--- src/design/gpio_pkg.sv ---
// Shared GPIO constants, register map and configuration types, imported by every design module
package gpio_pkg;

    localparam int PAD_NUM        = 32;
    localparam int APB_ADDR_WIDTH = 12;
    localparam int REG_ADDR_WIDTH = 5;  // Word index taken from PADDR[6:2]

    localparam logic [REG_ADDR_WIDTH-1:0] REG_PADDIR     = 5'd0;  // 0x00
    localparam logic [REG_ADDR_WIDTH-1:0] REG_GPIOEN     = 5'd1;  // 0x04
    localparam logic [REG_ADDR_WIDTH-1:0] REG_PADIN      = 5'd2;  // 0x08
    localparam logic [REG_ADDR_WIDTH-1:0] REG_PADOUT     = 5'd3;  // 0x0C
    localparam logic [REG_ADDR_WIDTH-1:0] REG_PADOUTSET  = 5'd4;  // 0x10
    localparam logic [REG_ADDR_WIDTH-1:0] REG_PADOUTCLR  = 5'd5;  // 0x14
    localparam logic [REG_ADDR_WIDTH-1:0] REG_INTEN      = 5'd6;  // 0x18
    localparam logic [REG_ADDR_WIDTH-1:0] REG_INTTYPE_LO = 5'd7;  // 0x1C, pads 0-15
    localparam logic [REG_ADDR_WIDTH-1:0] REG_INTTYPE_HI = 5'd8;  // 0x20, pads 16-31
    localparam logic [REG_ADDR_WIDTH-1:0] REG_INTSTATUS  = 5'd9;  // 0x24

    // Interrupt type per pad; code 2'b11 never fires
    localparam logic [1:0] INT_FALL = 2'b00;
    localparam logic [1:0] INT_RISE = 2'b01;
    localparam logic [1:0] INT_BOTH = 2'b10;

    typedef logic [PAD_NUM-1:0] pad_vec_t;

    typedef logic [1:0] int_type_t;

    typedef struct packed {
        pad_vec_t                  dir;
        pad_vec_t                  en;
        pad_vec_t                  out;
        pad_vec_t                  inten;
        int_type_t [PAD_NUM-1:0]   inttype;  // Pad 0 in bits 1:0
    } gpio_cfg_t;

endpackage

--- src/design/apb_gpio.sv ---
// Top level of the 32-pad APB GPIO peripheral, connecting the register, sync and interrupt blocks
`timescale 1ns/10ps

module apb_gpio
    import gpio_pkg::*;
(
    input  logic                      HCLK,
    input  logic                      HRESETn,

    input  logic [APB_ADDR_WIDTH-1:0] PADDR,
    input  pad_vec_t                  PWDATA,
    input  logic                      PWRITE,
    input  logic                      PSEL,
    input  logic                      PENABLE,
    output pad_vec_t                  PRDATA,
    output logic                      PREADY,
    output logic                      PSLVERR,

    input  pad_vec_t                  gpio_in,
    output pad_vec_t                  gpio_in_sync,
    output pad_vec_t                  gpio_out,
    output pad_vec_t                  gpio_dir,
    output logic                      interrupt
);

    gpio_cfg_t cfg;
    logic      status_rd;
    pad_vec_t  status;
    pad_vec_t  sync_in;
    pad_vec_t  held_in;
    pad_vec_t  rise;
    pad_vec_t  fall;

    gpio_apb_regs regs_i (
        .HCLK      (HCLK),
        .HRESETn   (HRESETn),
        .PADDR     (PADDR),
        .PWDATA    (PWDATA),
        .PWRITE    (PWRITE),
        .PSEL      (PSEL),
        .PENABLE   (PENABLE),
        .PRDATA    (PRDATA),
        .held_in   (held_in),
        .status    (status),
        .cfg       (cfg),
        .status_rd (status_rd)
    );

    gpio_in_sync sync_i (
        .HCLK    (HCLK),
        .HRESETn (HRESETn),
        .gpio_in (gpio_in),
        .en      (cfg.en),
        .sync_in (sync_in),
        .held_in (held_in),
        .rise    (rise),
        .fall    (fall)
    );

    gpio_irq irq_i (
        .HCLK      (HCLK),
        .HRESETn   (HRESETn),
        .cfg       (cfg),
        .rise      (rise),
        .fall      (fall),
        .status_rd (status_rd),
        .status    (status),
        .interrupt (interrupt)
    );

    assign gpio_in_sync = sync_in;
    assign gpio_out     = cfg.out;
    assign gpio_dir     = cfg.dir;

    assign PREADY  = 1'b1;  // Zero-wait slave
    assign PSLVERR = 1'b0;

endmodule

--- src/design/gpio_apb_regs.sv ---
// APB register block of the GPIO: decodes accesses, holds the configuration and muxes read data
`timescale 1ns/10ps

module gpio_apb_regs
    import gpio_pkg::*;
(
    input  logic                      HCLK,
    input  logic                      HRESETn,

    input  logic [APB_ADDR_WIDTH-1:0] PADDR,
    input  pad_vec_t                  PWDATA,
    input  logic                      PWRITE,
    input  logic                      PSEL,
    input  logic                      PENABLE,
    output pad_vec_t                  PRDATA,

    input  pad_vec_t                  held_in,
    input  pad_vec_t                  status,

    output gpio_cfg_t                 cfg,
    output logic                      status_rd
);

    logic [REG_ADDR_WIDTH-1:0] reg_idx;
    logic                      wr_access;
    logic                      rd_access;
    gpio_cfg_t                 cfg_q;

    assign reg_idx   = PADDR[6:2];
    assign wr_access = PSEL && PENABLE && PWRITE;
    assign rd_access = PSEL && PENABLE && !PWRITE;

    // Strobe that tells the interrupt block to clear its status
    assign status_rd = rd_access && (reg_idx == REG_INTSTATUS);

    assign cfg = cfg_q;

    always_ff @(posedge HCLK or negedge HRESETn)
    begin
        if (!HRESETn)
        begin
            cfg_q <= '0;
        end
        else if (wr_access)
        begin
            case (reg_idx)
                REG_PADDIR:
                begin
                    cfg_q.dir <= PWDATA;
                end
                REG_GPIOEN:
                begin
                    cfg_q.en <= PWDATA;
                end
                REG_PADOUT:
                begin
                    cfg_q.out <= PWDATA;
                end
                REG_PADOUTSET:
                begin
                    cfg_q.out <= cfg_q.out | PWDATA;  // Atomic set
                end
                REG_PADOUTCLR:
                begin
                    cfg_q.out <= cfg_q.out & ~PWDATA;  // Atomic clear
                end
                REG_INTEN:
                begin
                    cfg_q.inten <= PWDATA;
                end
                REG_INTTYPE_LO:
                begin
                    cfg_q.inttype[15:0] <= PWDATA;  // Two bits per pad
                end
                REG_INTTYPE_HI:
                begin
                    cfg_q.inttype[31:16] <= PWDATA;
                end
                default:
                begin
                    cfg_q <= cfg_q;  // PADIN, INTSTATUS and holes are read only
                end
            endcase
        end
    end

    // Zero-wait read data valid only in the access phase
    always_comb
    begin
        PRDATA = '0;
        if (rd_access)
        begin
            case (reg_idx)
                REG_PADDIR:
                begin
                    PRDATA = cfg_q.dir;
                end
                REG_GPIOEN:
                begin
                    PRDATA = cfg_q.en;
                end
                REG_PADIN:
                begin
                    PRDATA = held_in;  // Third synchronizer stage
                end
                REG_PADOUT:
                begin
                    PRDATA = cfg_q.out;
                end
                REG_INTEN:
                begin
                    PRDATA = cfg_q.inten;
                end
                REG_INTTYPE_LO:
                begin
                    PRDATA = cfg_q.inttype[15:0];
                end
                REG_INTTYPE_HI:
                begin
                    PRDATA = cfg_q.inttype[31:16];
                end
                REG_INTSTATUS:
                begin
                    PRDATA = status;  // Value before the clear
                end
                default:
                begin
                    PRDATA = '0;
                end
            endcase
        end
    end

    // Clear strobe follows a read setup phase and lasts one cycle
    a_status_rd_in_read: assert property (
        @(posedge HCLK) disable iff (!HRESETn)
        status_rd |-> $past(PSEL && !PENABLE && !PWRITE) ##1 !status_rd
    );

endmodule

--- src/design/gpio_in_sync.sv ---
// Per-pad three-stage input synchronizer with enable gating and edge detection for the GPIO
`timescale 1ns/10ps

module gpio_in_sync
    import gpio_pkg::*;
(
    input  logic     HCLK,
    input  logic     HRESETn,
    input  pad_vec_t gpio_in,
    input  pad_vec_t en,
    output pad_vec_t sync_in,
    output pad_vec_t held_in,
    output pad_vec_t rise,
    output pad_vec_t fall
);

    pad_vec_t stage0;
    pad_vec_t stage1;
    pad_vec_t stage2;

    always_ff @(posedge HCLK or negedge HRESETn)
    begin
        if (!HRESETn)
        begin
            stage0 <= '0;
            stage1 <= '0;
            stage2 <= '0;
        end
        else
        begin
            for (int i = 0; i < PAD_NUM; i++)
            begin
                if (en[i])  // Disabled pads freeze all stages
                begin
                    stage0[i] <= gpio_in[i];
                    stage1[i] <= stage0[i];
                    stage2[i] <= stage1[i];
                end
            end
        end
    end

    assign sync_in = stage1;
    assign held_in = stage2;
    assign rise    = stage1 & ~stage2;
    assign fall    = ~stage1 & stage2;

    // A pad that was disabled on the last edge did not move its sync stage
    a_disabled_hold: assert property (
        @(posedge HCLK) disable iff (!HRESETn)
        ((sync_in ^ $past(sync_in)) & ~$past(en)) == '0
    );

endmodule

--- src/design/gpio_irq.sv ---
// GPIO interrupt logic: matches edges to each pad's type and keeps the clear-on-read status
`timescale 1ns/10ps

module gpio_irq
    import gpio_pkg::*;
(
    input  logic      HCLK,
    input  logic      HRESETn,
    input  gpio_cfg_t cfg,
    input  pad_vec_t  rise,
    input  pad_vec_t  fall,
    input  logic      status_rd,
    output pad_vec_t  status,
    output logic      interrupt
);

    pad_vec_t type_hit;
    pad_vec_t irq_match;
    pad_vec_t status_q;

    always_comb
    begin
        for (int i = 0; i < PAD_NUM; i++)
        begin
            case (cfg.inttype[i])
                INT_FALL: type_hit[i] = fall[i];
                INT_RISE: type_hit[i] = rise[i];
                INT_BOTH: type_hit[i] = rise[i] | fall[i];
                default:  type_hit[i] = 1'b0;  // Code 11 is off
            endcase
        end
    end

    assign irq_match = type_hit & cfg.en & cfg.inten;
    assign interrupt = |irq_match;

    always_ff @(posedge HCLK or negedge HRESETn)
    begin
        if (!HRESETn)
        begin
            status_q <= '0;
        end
        else if (interrupt)
        begin
            status_q <= status_q | irq_match;  // New events win over a clear
        end
        else if (status_rd)
        begin
            status_q <= '0;
        end
    end

    assign status = status_q;

    // Only a pad that is both enabled and unmasked can raise the line
    a_irq_source: assert property (
        @(posedge HCLK) disable iff (!HRESETn)
        interrupt |-> |(cfg.en & cfg.inten)
    );

endmodule

--- config.mk ---
export PLATFORM = sky130hd
export DESIGN_NAME = apb_gpio
export DESIGN_NICKNAME = d
export VERILOG_FILES = /design/src/design/gpio_pkg.sv /design/src/design/apb_gpio.sv /design/src/design/gpio_apb_regs.sv /design/src/design/gpio_in_sync.sv /design/src/design/gpio_irq.sv
export SDC_FILE = /design/constraint.sdc
export NUM_CORES = 1
export LEC_CHECK = 0
export ABC_AREA = 1
export BUFFER_PORTS_ARGS = -buffer_cell sky130_fd_sc_hd__buf_4
export CAP_MARGIN = 20
export CORE_MARGIN = 5
export CORE_UTILIZATION = 50
export CTS_BUF_LIST = sky130_fd_sc_hd__clkbuf_16
export DETAILED_ROUTE_END_ITERATION = 10
export MAX_ROUTING_LAYER = met4
export PLACE_DENSITY = 0.73
export SLEW_MARGIN = 10
export SYNTH_ARGS = -nofsm -noshare
export SYNTH_HDL_FRONTEND = slang
export SYNTH_HIERARCHICAL = 1
export SYNTH_SLANG_ARGS = --single-unit
--- constraint.sdc ---
create_clock -name HCLK -period 1.48 [get_ports HCLK]
set_clock_uncertainty 0.05 [all_clocks]
set_input_delay 0.296 -clock HCLK [delete_from_list [all_inputs] [get_ports HCLK]]
set_output_delay 0.296 -clock HCLK [all_outputs]
set_load 0.01 [all_outputs]
Word level (Yosys, flattened, before mapping)
Cells that the tools add are included.

cells by class
  $mul = 0
  $add $sub $neg = 0
  reductions and logical operators = 47
  shift operators = 0
  bitwise logic cells = 42
  multiplexer cells = 37
  magnitude comparators = 0
  div/mod/pow operators = 0
  eq/ne operators = 73

operator list
  cell                                                                    number
  32-bit case mux with 8 select lines                                     1
  32-bit AND                                                              5
  32-bit two-way mux                                                      3
  32-bit inverter                                                         3
  1-bit case mux with 3 select lines                                      32
  32-bit case mux with 3 select lines                                     1
  2-bit by 1-bit equality test with 1-bit output (second input constant)  32
  2-bit equality test (second input constant)                             32
  2-bit logical NOT                                                       32
  32-bit bitwise OR                                                       2
  1-bit bitwise OR                                                        32
  32-bit OR reduction                                                     1
  5-bit by 3-bit equality test with 1-bit output (second input constant)  4
  2-bit AND reduction                                                     6
  5-bit by 2-bit equality test with 1-bit output (second input constant)  2
  5-bit by 4-bit equality test with 1-bit output (second input constant)  2
  5-bit by 1-bit equality test with 1-bit output (second input constant)  1
  5-bit logical NOT                                                       1
  1-bit logical AND                                                       4
  3-bit nonzero test                                                      1
  2-bit nonzero test                                                      1
  1-bit logical NOT                                                       1

storage, ports and cells
  register bits after elaboration = 320
  input port bits = 81
  bits in read-only memories = 0
  memories kept = 0
  word-level logic and storage cells = 332
  bits in latches = 0
  bits in writable memories = 0

Depth between registers and ports, before layout
Gate-level depths: netlist (run 1).

  depth after elaboration = 8
  mapped depth = 13
  mapped depth without buffers = 12

By module
The synthesis (run 1) kept the hierarchy.

modules (own cells, without submodules)
  module         area each (µm²)  cells each  times used  seq. area each (µm²)
  gpio_apb_regs  9683.0           1290        1           4804.6
  gpio_in_sync   4083.9           544         1           2402.3
  gpio_irq       2632.5           482         1           800.8
  apb_gpio       22.5             4           1           0.0

Worst setup path before layout (run 1)
OpenSTA, ideal clock, no wires.

  kind = input port to output port
  start point = input PADDR[4]
  end point = output PRDATA[12]
  data arrival time = 1.396 ns
  required time = 1.134 ns
  path buffers = 3
  path slack = -0.262 ns
  stages = 8
  cell sequence = buf_2 -> nor2_1 -> buf_2 -> buf_2 -> nand4_1 -> nand2_1 -> nor2_1 -> a21oi_1

between the ends
  longest elaborated chain between the ends = 3
  elaborated cells between the ends (all ways) = 10

ends and longest elaborated chain
  item                                                                          line                 RTL
  from (decl)                                                                   apb_gpio.sv:10       input logic [APB_ADDR_WIDTH-1:0] PADDR,
  5-bit by 4-bit equality test with 1-bit output, or another cell as far along  gpio_apb_regs.sv:93  case (reg_idx)
  32-bit case mux with 8 select lines *                                         gpio_apb_regs.sv:93
  32-bit two-way mux *                                                          gpio_apb_regs.sv:91  if (rd_access)
  to (decl)                                                                     apb_gpio.sv:15       output pad_vec_t PRDATA,

Every way passes the cells marked *; elsewhere a longest branch is shown, timed or not.

Worst setup path after layout (run 1)
  start point = register sync_i.stage1[11], in the netlist sync_i/sync_in[11]
  end point = output interrupt

between the ends
  elaborated cells between the ends (all ways) = 8

RTL lines
  item                                  line                RTL
  from (decl)                           gpio_in_sync.sv:18  pad_vec_t stage1;
  from (signal, indexed assignment)     gpio_in_sync.sv:36  stage1[i] <= stage0[i];
  32-bit AND *                          gpio_in_sync.sv:45  assign rise = stage1 & ~stage2;
  net rise[11]                          apb_gpio.sv:31      pad_vec_t rise;
  1-bit bitwise OR                      gpio_irq.sv:28      INT_BOTH: type_hit[i] = rise[i] | fall[i];
  1-bit case mux with 3 select lines *  gpio_irq.sv:25      case (cfg.inttype[i])
  32-bit AND * (2 in a row)             gpio_irq.sv:34      assign irq_match = type_hit & cfg.en & cfg.inten;
  32-bit OR reduction *                 gpio_irq.sv:35      assign interrupt = |irq_match;
  to (decl)                             apb_gpio.sv:23      output logic interrupt

Mark *: on every way through the listed nets, which the timed path passes. The rest lies on a longest branch.

==> results.md, run 1 <==
- Critical path class: reg2out
- Internal power: approximately 22 mW
- CTS root buffer: clkbuf_16
- Final WL: approximately 62000 um
- Die ar.: 36570 um^2
- Pre-CTS setup slack: -0.5928 ns
- Via count of the first global-routing pass: 17661
- Area leader, netlist: dfrtp_1
- Max Cap Violations: 0
- VDD IR max: around 0.00088 V
- Area after DPL: around 21000 um^2
- Crit path DAT: a little under 2 ns
- GRT Util Overall: 34.45%
- Worst setup margin: -0.8153 ns
- Port bufs: approximately 200
- CP startpoint: sync_i/sync_in[11]
- TritonCTS buffer count: 37
- DR vias/cell: between 5 and 6
- PwrDens: 1331 nW/um^2
- Seq cells post-synth: 320
- Hold WC Path Type: in2async
- Top post-synthesis cells by area: dfrtp_1 49%, nand2_1 23%, nand4_1 4.9%
- Core area: around 32000 um^2
- H-tree depth: 2
- Post-synthesis area per instance: roughly 7.1 um^2
- Synth cell types: 22
- Switch Pwr: a little over 10 mW
- # DRC: 0
- Tmin final: around 2.3 ns
- N_diodes: 0
- RSZ-0062 raised after global routing: yes
- Area grow syn2layout: 46.27%
- Largest net degree at the start of global routing: a little under 70
- Final period util: 155.1%
- Register area share after synthesis: approximately half
- Placer congestion estimate: 0.9538
- Clock network power share: 30.3%
- Antenna Nets Post-Route: 0
- Pins Over Slew Limit: 0
- Largest fanout on the critical path: 3
- CTS tree: built
- Drt first pass iters: 6
- Worst skew pair latency: 0.53 ns
- Fraction of layout cells with a size suffix above 1: roughly 28%
- CP max stage cell: dfrtp_1
- Routed len/inst: between 15 and 20 um
- Sequential share of power: about two fifths
- CTS sink cnt: 320
- First-pass GRT wire length: ~96000 um
- Status: finished with violations
- Post-Route Utilization: about three quarters
- Top-area cell type share of the netlist area: roughly half
- Total grt overflow: 0
- Syn_nets: 2401
- Worst-path clk slew: approximately 0.060 ns
- Comb pwr share: between 30% and 40%
- Final-report hold violation count: 0
- Final hold slack: 0.1654 ns
- Maximum clock frequency: approximately 0.44 GHz
- Biggest cell delay along the critical path: between 0.4 and 0.5 ns
- Die Y: 191.2 um
- Failing checks: negative setup slack
- IO Pins: roughly 210
- Pleak: ~13 nW
- Yosys warns: 6
- Die Wd: around 190 um
- Final net count: about 2900
- Final setup viols: 100
- Switching Share: roughly a third
- Initial core utilization: around 50%
- Clk buf depth: 3
- Critical path cell sequence: inv_1 -> nor2_1 -> o21ai_1 -> nand2_1 -> nand2_2 -> nand2_1 -> nor2_4 -> nand2_2 -> nor2_4 -> nand2_4 -> buf_6
- Pwr Total: approximately 32 mW
- Vias: roughly 18000
- Area of the mapped netlist: 16420 um^2
- R2r startpoint: sync_i/sync_in[11]
- Post-route design area: ~24000 um^2
- First DRT Iteration DRCs: roughly 2000
- HPWL Detailed: approximately 42000 um
- CP Capture Type: output pin
- Crit start category: register
- Initial antenna violation count: 0
- Required @ worst endpoint: about 1.1 ns
- Synth Instances: between 2000 and 2500
- Std-Cell Rows: 66
[critical path: cells and delay by family (launching register included)]
family,cells,cell delay (ns)
buffers and inverters,2,0.19
AND/OR/NAND/NOR,8,0.72
flip-flops,1,0.43
AO/OA/AOI/OAI,1,0.08
[layer usage]
| layer | vias to the layer above | global-route usage (%) | wire, um |
|---|---|---|---|
| li1 | 8386 | - | - |
| met5 | - | - | 0 |
| met1 | 8595 | 46.71 | 24780 |
| met4 | 0 | 11.74 | 2220 |
| met2 | 1030 | 53.52 | 29210 |
| met3 | 183 | 5.223 | 6078 |
[layout make-up]
cell class                      instances  area, um^2
Clock buffer                           39       975.9
Clock inverter                         28       301.5
Fill cell                            2381        8433
Inverter                              218       819.5
Multi-Input combinational cell       1678        7637
Sequential cell                       320        8046
Tap cell                              442       553.0
Timing Repair Buffer                  595        5687
[cells in the mapped netlist (all sizes together)]
cell,count
buf,50
nor3,1
o21ai,229
inv,218
and3,15
nand3,35
dfrtp,320
conb,2
nor2,202
nand4,129
clkbuf,54
nand2,1031
a21oi,34
[sequential cells by signal (all words and copies together) (netlist names)]
| name | count |
|---|---|
| sync_i/held_in | 32 |
| irq_i/status | 32 |
| sync_i/sync_in | 32 |
| sync_i/stage0 | 32 |
| regs_i/cfg | 192 |
[worst paths after layout]
path,to,slack [ns],cells past startpoint
min in group HCLK,sync_i/sync_in[23],0.42,2
worst max register to register,irq_i/status[30],-0.50,14
worst min-delay path,regs_i/cfg[75],0.17,2
worst max-delay path,interrupt,-0.82,11
worst min register to register,sync_i/sync_in[23],0.42,2
max in group asynchronous,regs_i/cfg[35],0.56,3
[cells in the final DEF, fill, tap and decap left out, types with 40 or more instances in the layout]
cell type / synthesis / routed
nand2_2: 18 / 64
buf_6: 3 / 133
dlygate4sd3_1: 0 / 65
dfrtp_1: 320 / 289
o21ai_1: 87 / 95
inv_1: 184 / 191
o21ai_0: 142 / 133
nor2_1: 191 / 137
nand4_1: 129 / 129
clkbuf_16: 0 / 40
buf_4: 5 / 352
nor2_2: 8 / 46
nand2_1: 1013 / 960
[power by group through the flow]
stage	Clock, mW	Combinational [mW]	Sequential, mW
3_3_place_gp	0	7.89	12.4
4_1_cts	9.79	9.26	12.5
2_1_floorplan	0	3.32	12.6
6_report	9.70	9.74	12.5
5_1_grt	10.2	10.7	12.8
3_5_place_dp	0	8.14	12.5
[kinds of logic after synthesis]
logic type	Yosys count	share of synthesized area, %
buffers and inverters	322	7.848
other	2	0.04573
AOI/OAI and AO/OA	263	8.015
DFF	320	48.76
and+or+nand+nor	1413	35.33
[repair_timing]
action / in CTS / in global routing
hold buffers: 65 / 0
buffers inserted: 36 / 35
pin swaps: 85 / 75
gates cloned: 2 / 1
resized for setup: 184 / 129
endpoints found under the hold margin: 384 / 0
endpoints found under the setup margin: 102 / 105
[through the flow]
| stage | cells | TNS [ns] |
|---|---|---|
| global placement | 3152 | -80.36 |
| detailed placement | 3152 | -86.14 |
| floorplan | 2320 | -2.520 |
| global route | 3320 | -38.09 |
| finish | 3320 | -32.25 |
| CTS | 3300 | -35.78 |
(Power assumes the default switching activity.)
==> run 2: changes to the inputs <==
--- a/config.mk
+++ b/config.mk
@@ -9,13 +9,11 @@
 export BUFFER_PORTS_ARGS = -buffer_cell sky130_fd_sc_hd__buf_4
 export CAP_MARGIN = 20
 export CORE_MARGIN = 5
-export CORE_UTILIZATION = 50
+export CORE_UTILIZATION = 40
 export CTS_BUF_LIST = sky130_fd_sc_hd__clkbuf_16
 export DETAILED_ROUTE_END_ITERATION = 10
 export MAX_ROUTING_LAYER = met4
-export PLACE_DENSITY = 0.73
 export SLEW_MARGIN = 10
 export SYNTH_ARGS = -nofsm -noshare
 export SYNTH_HDL_FRONTEND = slang
-export SYNTH_HIERARCHICAL = 1
 export SYNTH_SLANG_ARGS = --single-unit
==> results.md, run 2 <==
- Status: finished with violations (unchanged)
- Failing checks: negative setup slack (unchanged)
- Measured slew at the worst slew-check pin: a little over 0.5 ns
- GRT Util Overall: 27.62% (was 34.45%)
- Final-report hold violation count: 0 (unchanged)
- Seq cells post-synth: 320 (unchanged)
- Area grow syn2layout: 56.32% (was 46.27%)
- TritonCTS buffer count: 38 (was 37)
- Via count of the first global-routing pass: 15967 (was 17661)
- Commonest non-fill, non-tap cells in the layout: 522 x nand2_1, 434 x buf_4, 315 x dfrtp_1 (was 960 x nand2_1, 352 x buf_4, 289 x dfrtp_1)
- Register area share after synthesis: 48.55% (was 48.76%)
- Top-area cell type share of the netlist area: 48.55% (was 48.76%)
- Final net count: 2739 (was 2931)
- Pleak: 12.43 nW (was 12.65 nW)
- Largest fanout on the critical path: 3 (unchanged)
- Maximum clock frequency: 0.4044 GHz (was 0.4357 GHz)
- Routed len/inst: 20.34 um (was 18.76 um)
- Std-Cell Rows: 74 (was 66)
- Die ar.: 45390 um^2 (was 36570 um^2)
- Die Y: 213.1 um (was 191.2 um)
- HPWL Detailed: 42580 um (was 41730 um)
- Pins Over Slew Limit: 0 (unchanged)
- Final setup viols: 112 (was 100)
- Required @ worst endpoint: 1.13 ns (about the same)
- Final period util: 167.1% (was 155.1%)
- Area after DPL: 21120 um^2 (was 20870 um^2)
- Most frequent standard cell in the layout excluding fill and tap cells: nand2_1 (unchanged)
- Synth Flop Type: dfrtp_1 (unchanged)
- Total grt overflow: 0 (unchanged)
- Yosys warns: 0 (was 6)
- DR vias/cell: 5.184 (was 5.480)
- VDD IR max: 0.0008246 V (was 0.0008793 V)
- Area leader, netlist: dfrtp_1 (unchanged)
- CTS root buffer: clkbuf_16 (unchanged)
- Fraction of layout cells with a size suffix above 1: 42.79% (was 28.46%)
- Max reg flops: 192 (unchanged)
- CTS tree: built (unchanged)
- Crit start category: register (unchanged)
- # DRC: 0 (unchanged)
- Post-route design area: 25780 um^2 (was 24020 um^2)
- IO Pins: 212 (unchanged)
- H-tree depth: 2 (unchanged)
- Worst skew pair latency: 0.56 ns (was 0.53 ns)
- First DRT Iteration DRCs: 1371 (was 2048)
- Most instantiated cells after synthesis: 614 x nand2_1, 320 x dfrtp_1, 246 x o21ai_0 (was 1013 x nand2_1, 320 x dfrtp_1, 191 x nor2_1)
- Placer congestion estimate: 0.9159 (was 0.9538)
- Post-synth EDFFs: 0 (unchanged)
- Crit path DAT: 2.13 ns (was 1.95 ns)
- Worst relative slew slack: between 60 and 70%
- Synth Instances: 2047 (was 2320)
- Async SR Flop Fraction: 100.0% (unchanged)
- Synth cell types: 28 (was 22)
- Initial core utilization: 40.39% (was 50.60%)
- Largest net degree at the start of global routing: 64 (was 68)
- Worst-path clk slew: 0.06 ns (about the same)
- Vias: 16349 (was 18194)
- Max Cap Violations: 0 (unchanged)
- Antenna Nets Post-Route: 0 (unchanged)
- CP Capture Type: output pin (unchanged)
- Fill cell count: 3296 (was 2381)
- Final WL: 64150 um (was 62290 um)
- Hold WC Path Type: in2reg (was in2async)
- Clk buf depth: 3 (unchanged)
- Pwr Total: 32.79 mW (was 31.98 mW)
- Top post-synthesis cells by area: dfrtp_1 49%, nand2_1 14%, o21ai_0 7.5% (was dfrtp_1 49%, nand2_1 23%, nand4_1 4.9%)
- Most frequent cell after synthesis: nand2_1 (unchanged)
- Initial antenna violation count: 2 (was 0)
- Post-synthesis area per instance: 8.057 um^2 (was 7.078 um^2)
- Critical path class: reg2out (unchanged)
- Worst setup margin: -0.9927 ns (was -0.8153 ns)
- Drt first pass iters: 7 (was 6)
- Port bufs: 202 (unchanged)
- Core area: 40830 um^2 (was 32450 um^2)
- RSZ-0062 raised after global routing: yes (unchanged)
- Tmin final: 2.473 ns (was 2.295 ns)
- Die Wd: 213.1 um (was 191.2 um)
- Syn_nets: 2192 (was 2401)
- First-pass GRT wire length: 93140 um (was 96080 um)
- Area of the mapped netlist: 16490 um^2 (was 16420 um^2)
- PwrDens: 1272 nW/um^2 (was 1331 nW/um^2)
- CTS sink cnt: 320 (unchanged)
## run 2: worst max-delay path, stage by stage (launching register included)
cell and delay, ns:
dfrtp_1 0.39, inv_1 0.08, ha_2 0.20, nand3b_1 0.19, nand3_2 0.12, nand2_2 0.07
nor2_4 0.12, nand2_2 0.08, nor2_4 0.12, nand2_4 0.08, buf_6 0.13
## run 2: final cells by class
type	count	area, um^2	share of cell area [%]
flip-flops and latches	320	8014	31.09
well taps	532	665.6	2.582
multi-input cells	1317	8559	33.20
inverters	242	945.9	3.669
clock buffers	39	975.9	3.786
diodes	2	5.005	0.01941
clock inverters	27	145.1	0.5630
repair buffers	675	6469	25.09
## run 2: path summary, 6_finish.rpt
kind                                      end  cells after the start  slack [ns]          startpoint
min                           regs_i.cfg[157]                      3        0.06          PWDATA[29]
min in group asynchronous    sync_i.stage0[0]                      2        0.17             HRESETn
max in group asynchronous  sync_i.sync_in[12]                      3        0.54             HRESETn
min reg2reg                sync_i.sync_in[27]                      2        0.43   sync_i.stage0[27]
max reg2reg                   irq_i.status[5]                     13       -0.68  sync_i.sync_in[16]
max                                 interrupt                     10       -0.99  sync_i.sync_in[16]
## run 2: layer usage
layer  part of all wire (%)  vias to the layer above  GRT usage [%]  wire, um
li1                       -                     7622              -         -
met1                     42                     7998          36.64     27260
met2                     48                      600          43.30     30530
met3                    6.7                      129          5.025      4271
met4                    3.3                        0          8.960      2093
met5                      0                        -              -         0
## run 2: cells by family after synthesis
group                      share of synthesized area, %
DFF                                               48.55
muxes                                             2.048
adders and majority gates                         4.855
AOI/OAI and AO/OA                                 14.09
buffers and inverters                             11.38
and+or+nand+nor                                   19.03
other                                           0.04554
## run 2: what timing repair did
action / 4_1_cts / 5_1_grt
hold endpoints to repair: 352 / 0
hold buffers: 33 / 0
setup endpoints to repair: 109 / 180
pin swaps: 121 / 105
buffers inserted: 60 / 49
gates cloned: 8 / 9
resized for setup: 364 / 338
## run 2: stage by stage
step	hold WS, ns	instances	util (%)	setup WS [ns]	TNS [ns]
2_1_floorplan	-0.04959	2047	-	-0.2947	-9.762
3_3_place_gp	0.1450	2978	51.72	-0.7191	-90.52
3_5_place_dp	0.1507	2978	51.72	-0.7247	-92.79
4_1_cts	0.04651	3114	59.61	-1.114	-44.87
5_1_grt	0.08122	3154	63.14	-1.066	-47.98
6_report	0.06147	3154	63.14	-0.9927	-42.36
## run 2: power breakdown
part | switching [mW] | internal (mW) | total (mW) | leakage, nW
logic | 5.57 | 6.21 | 11.8 | 7.79
registers | 1.47 | 10.8 | 12.3 | 4.05
clock network | 3.83 | 4.93 | 8.75 | 0.595
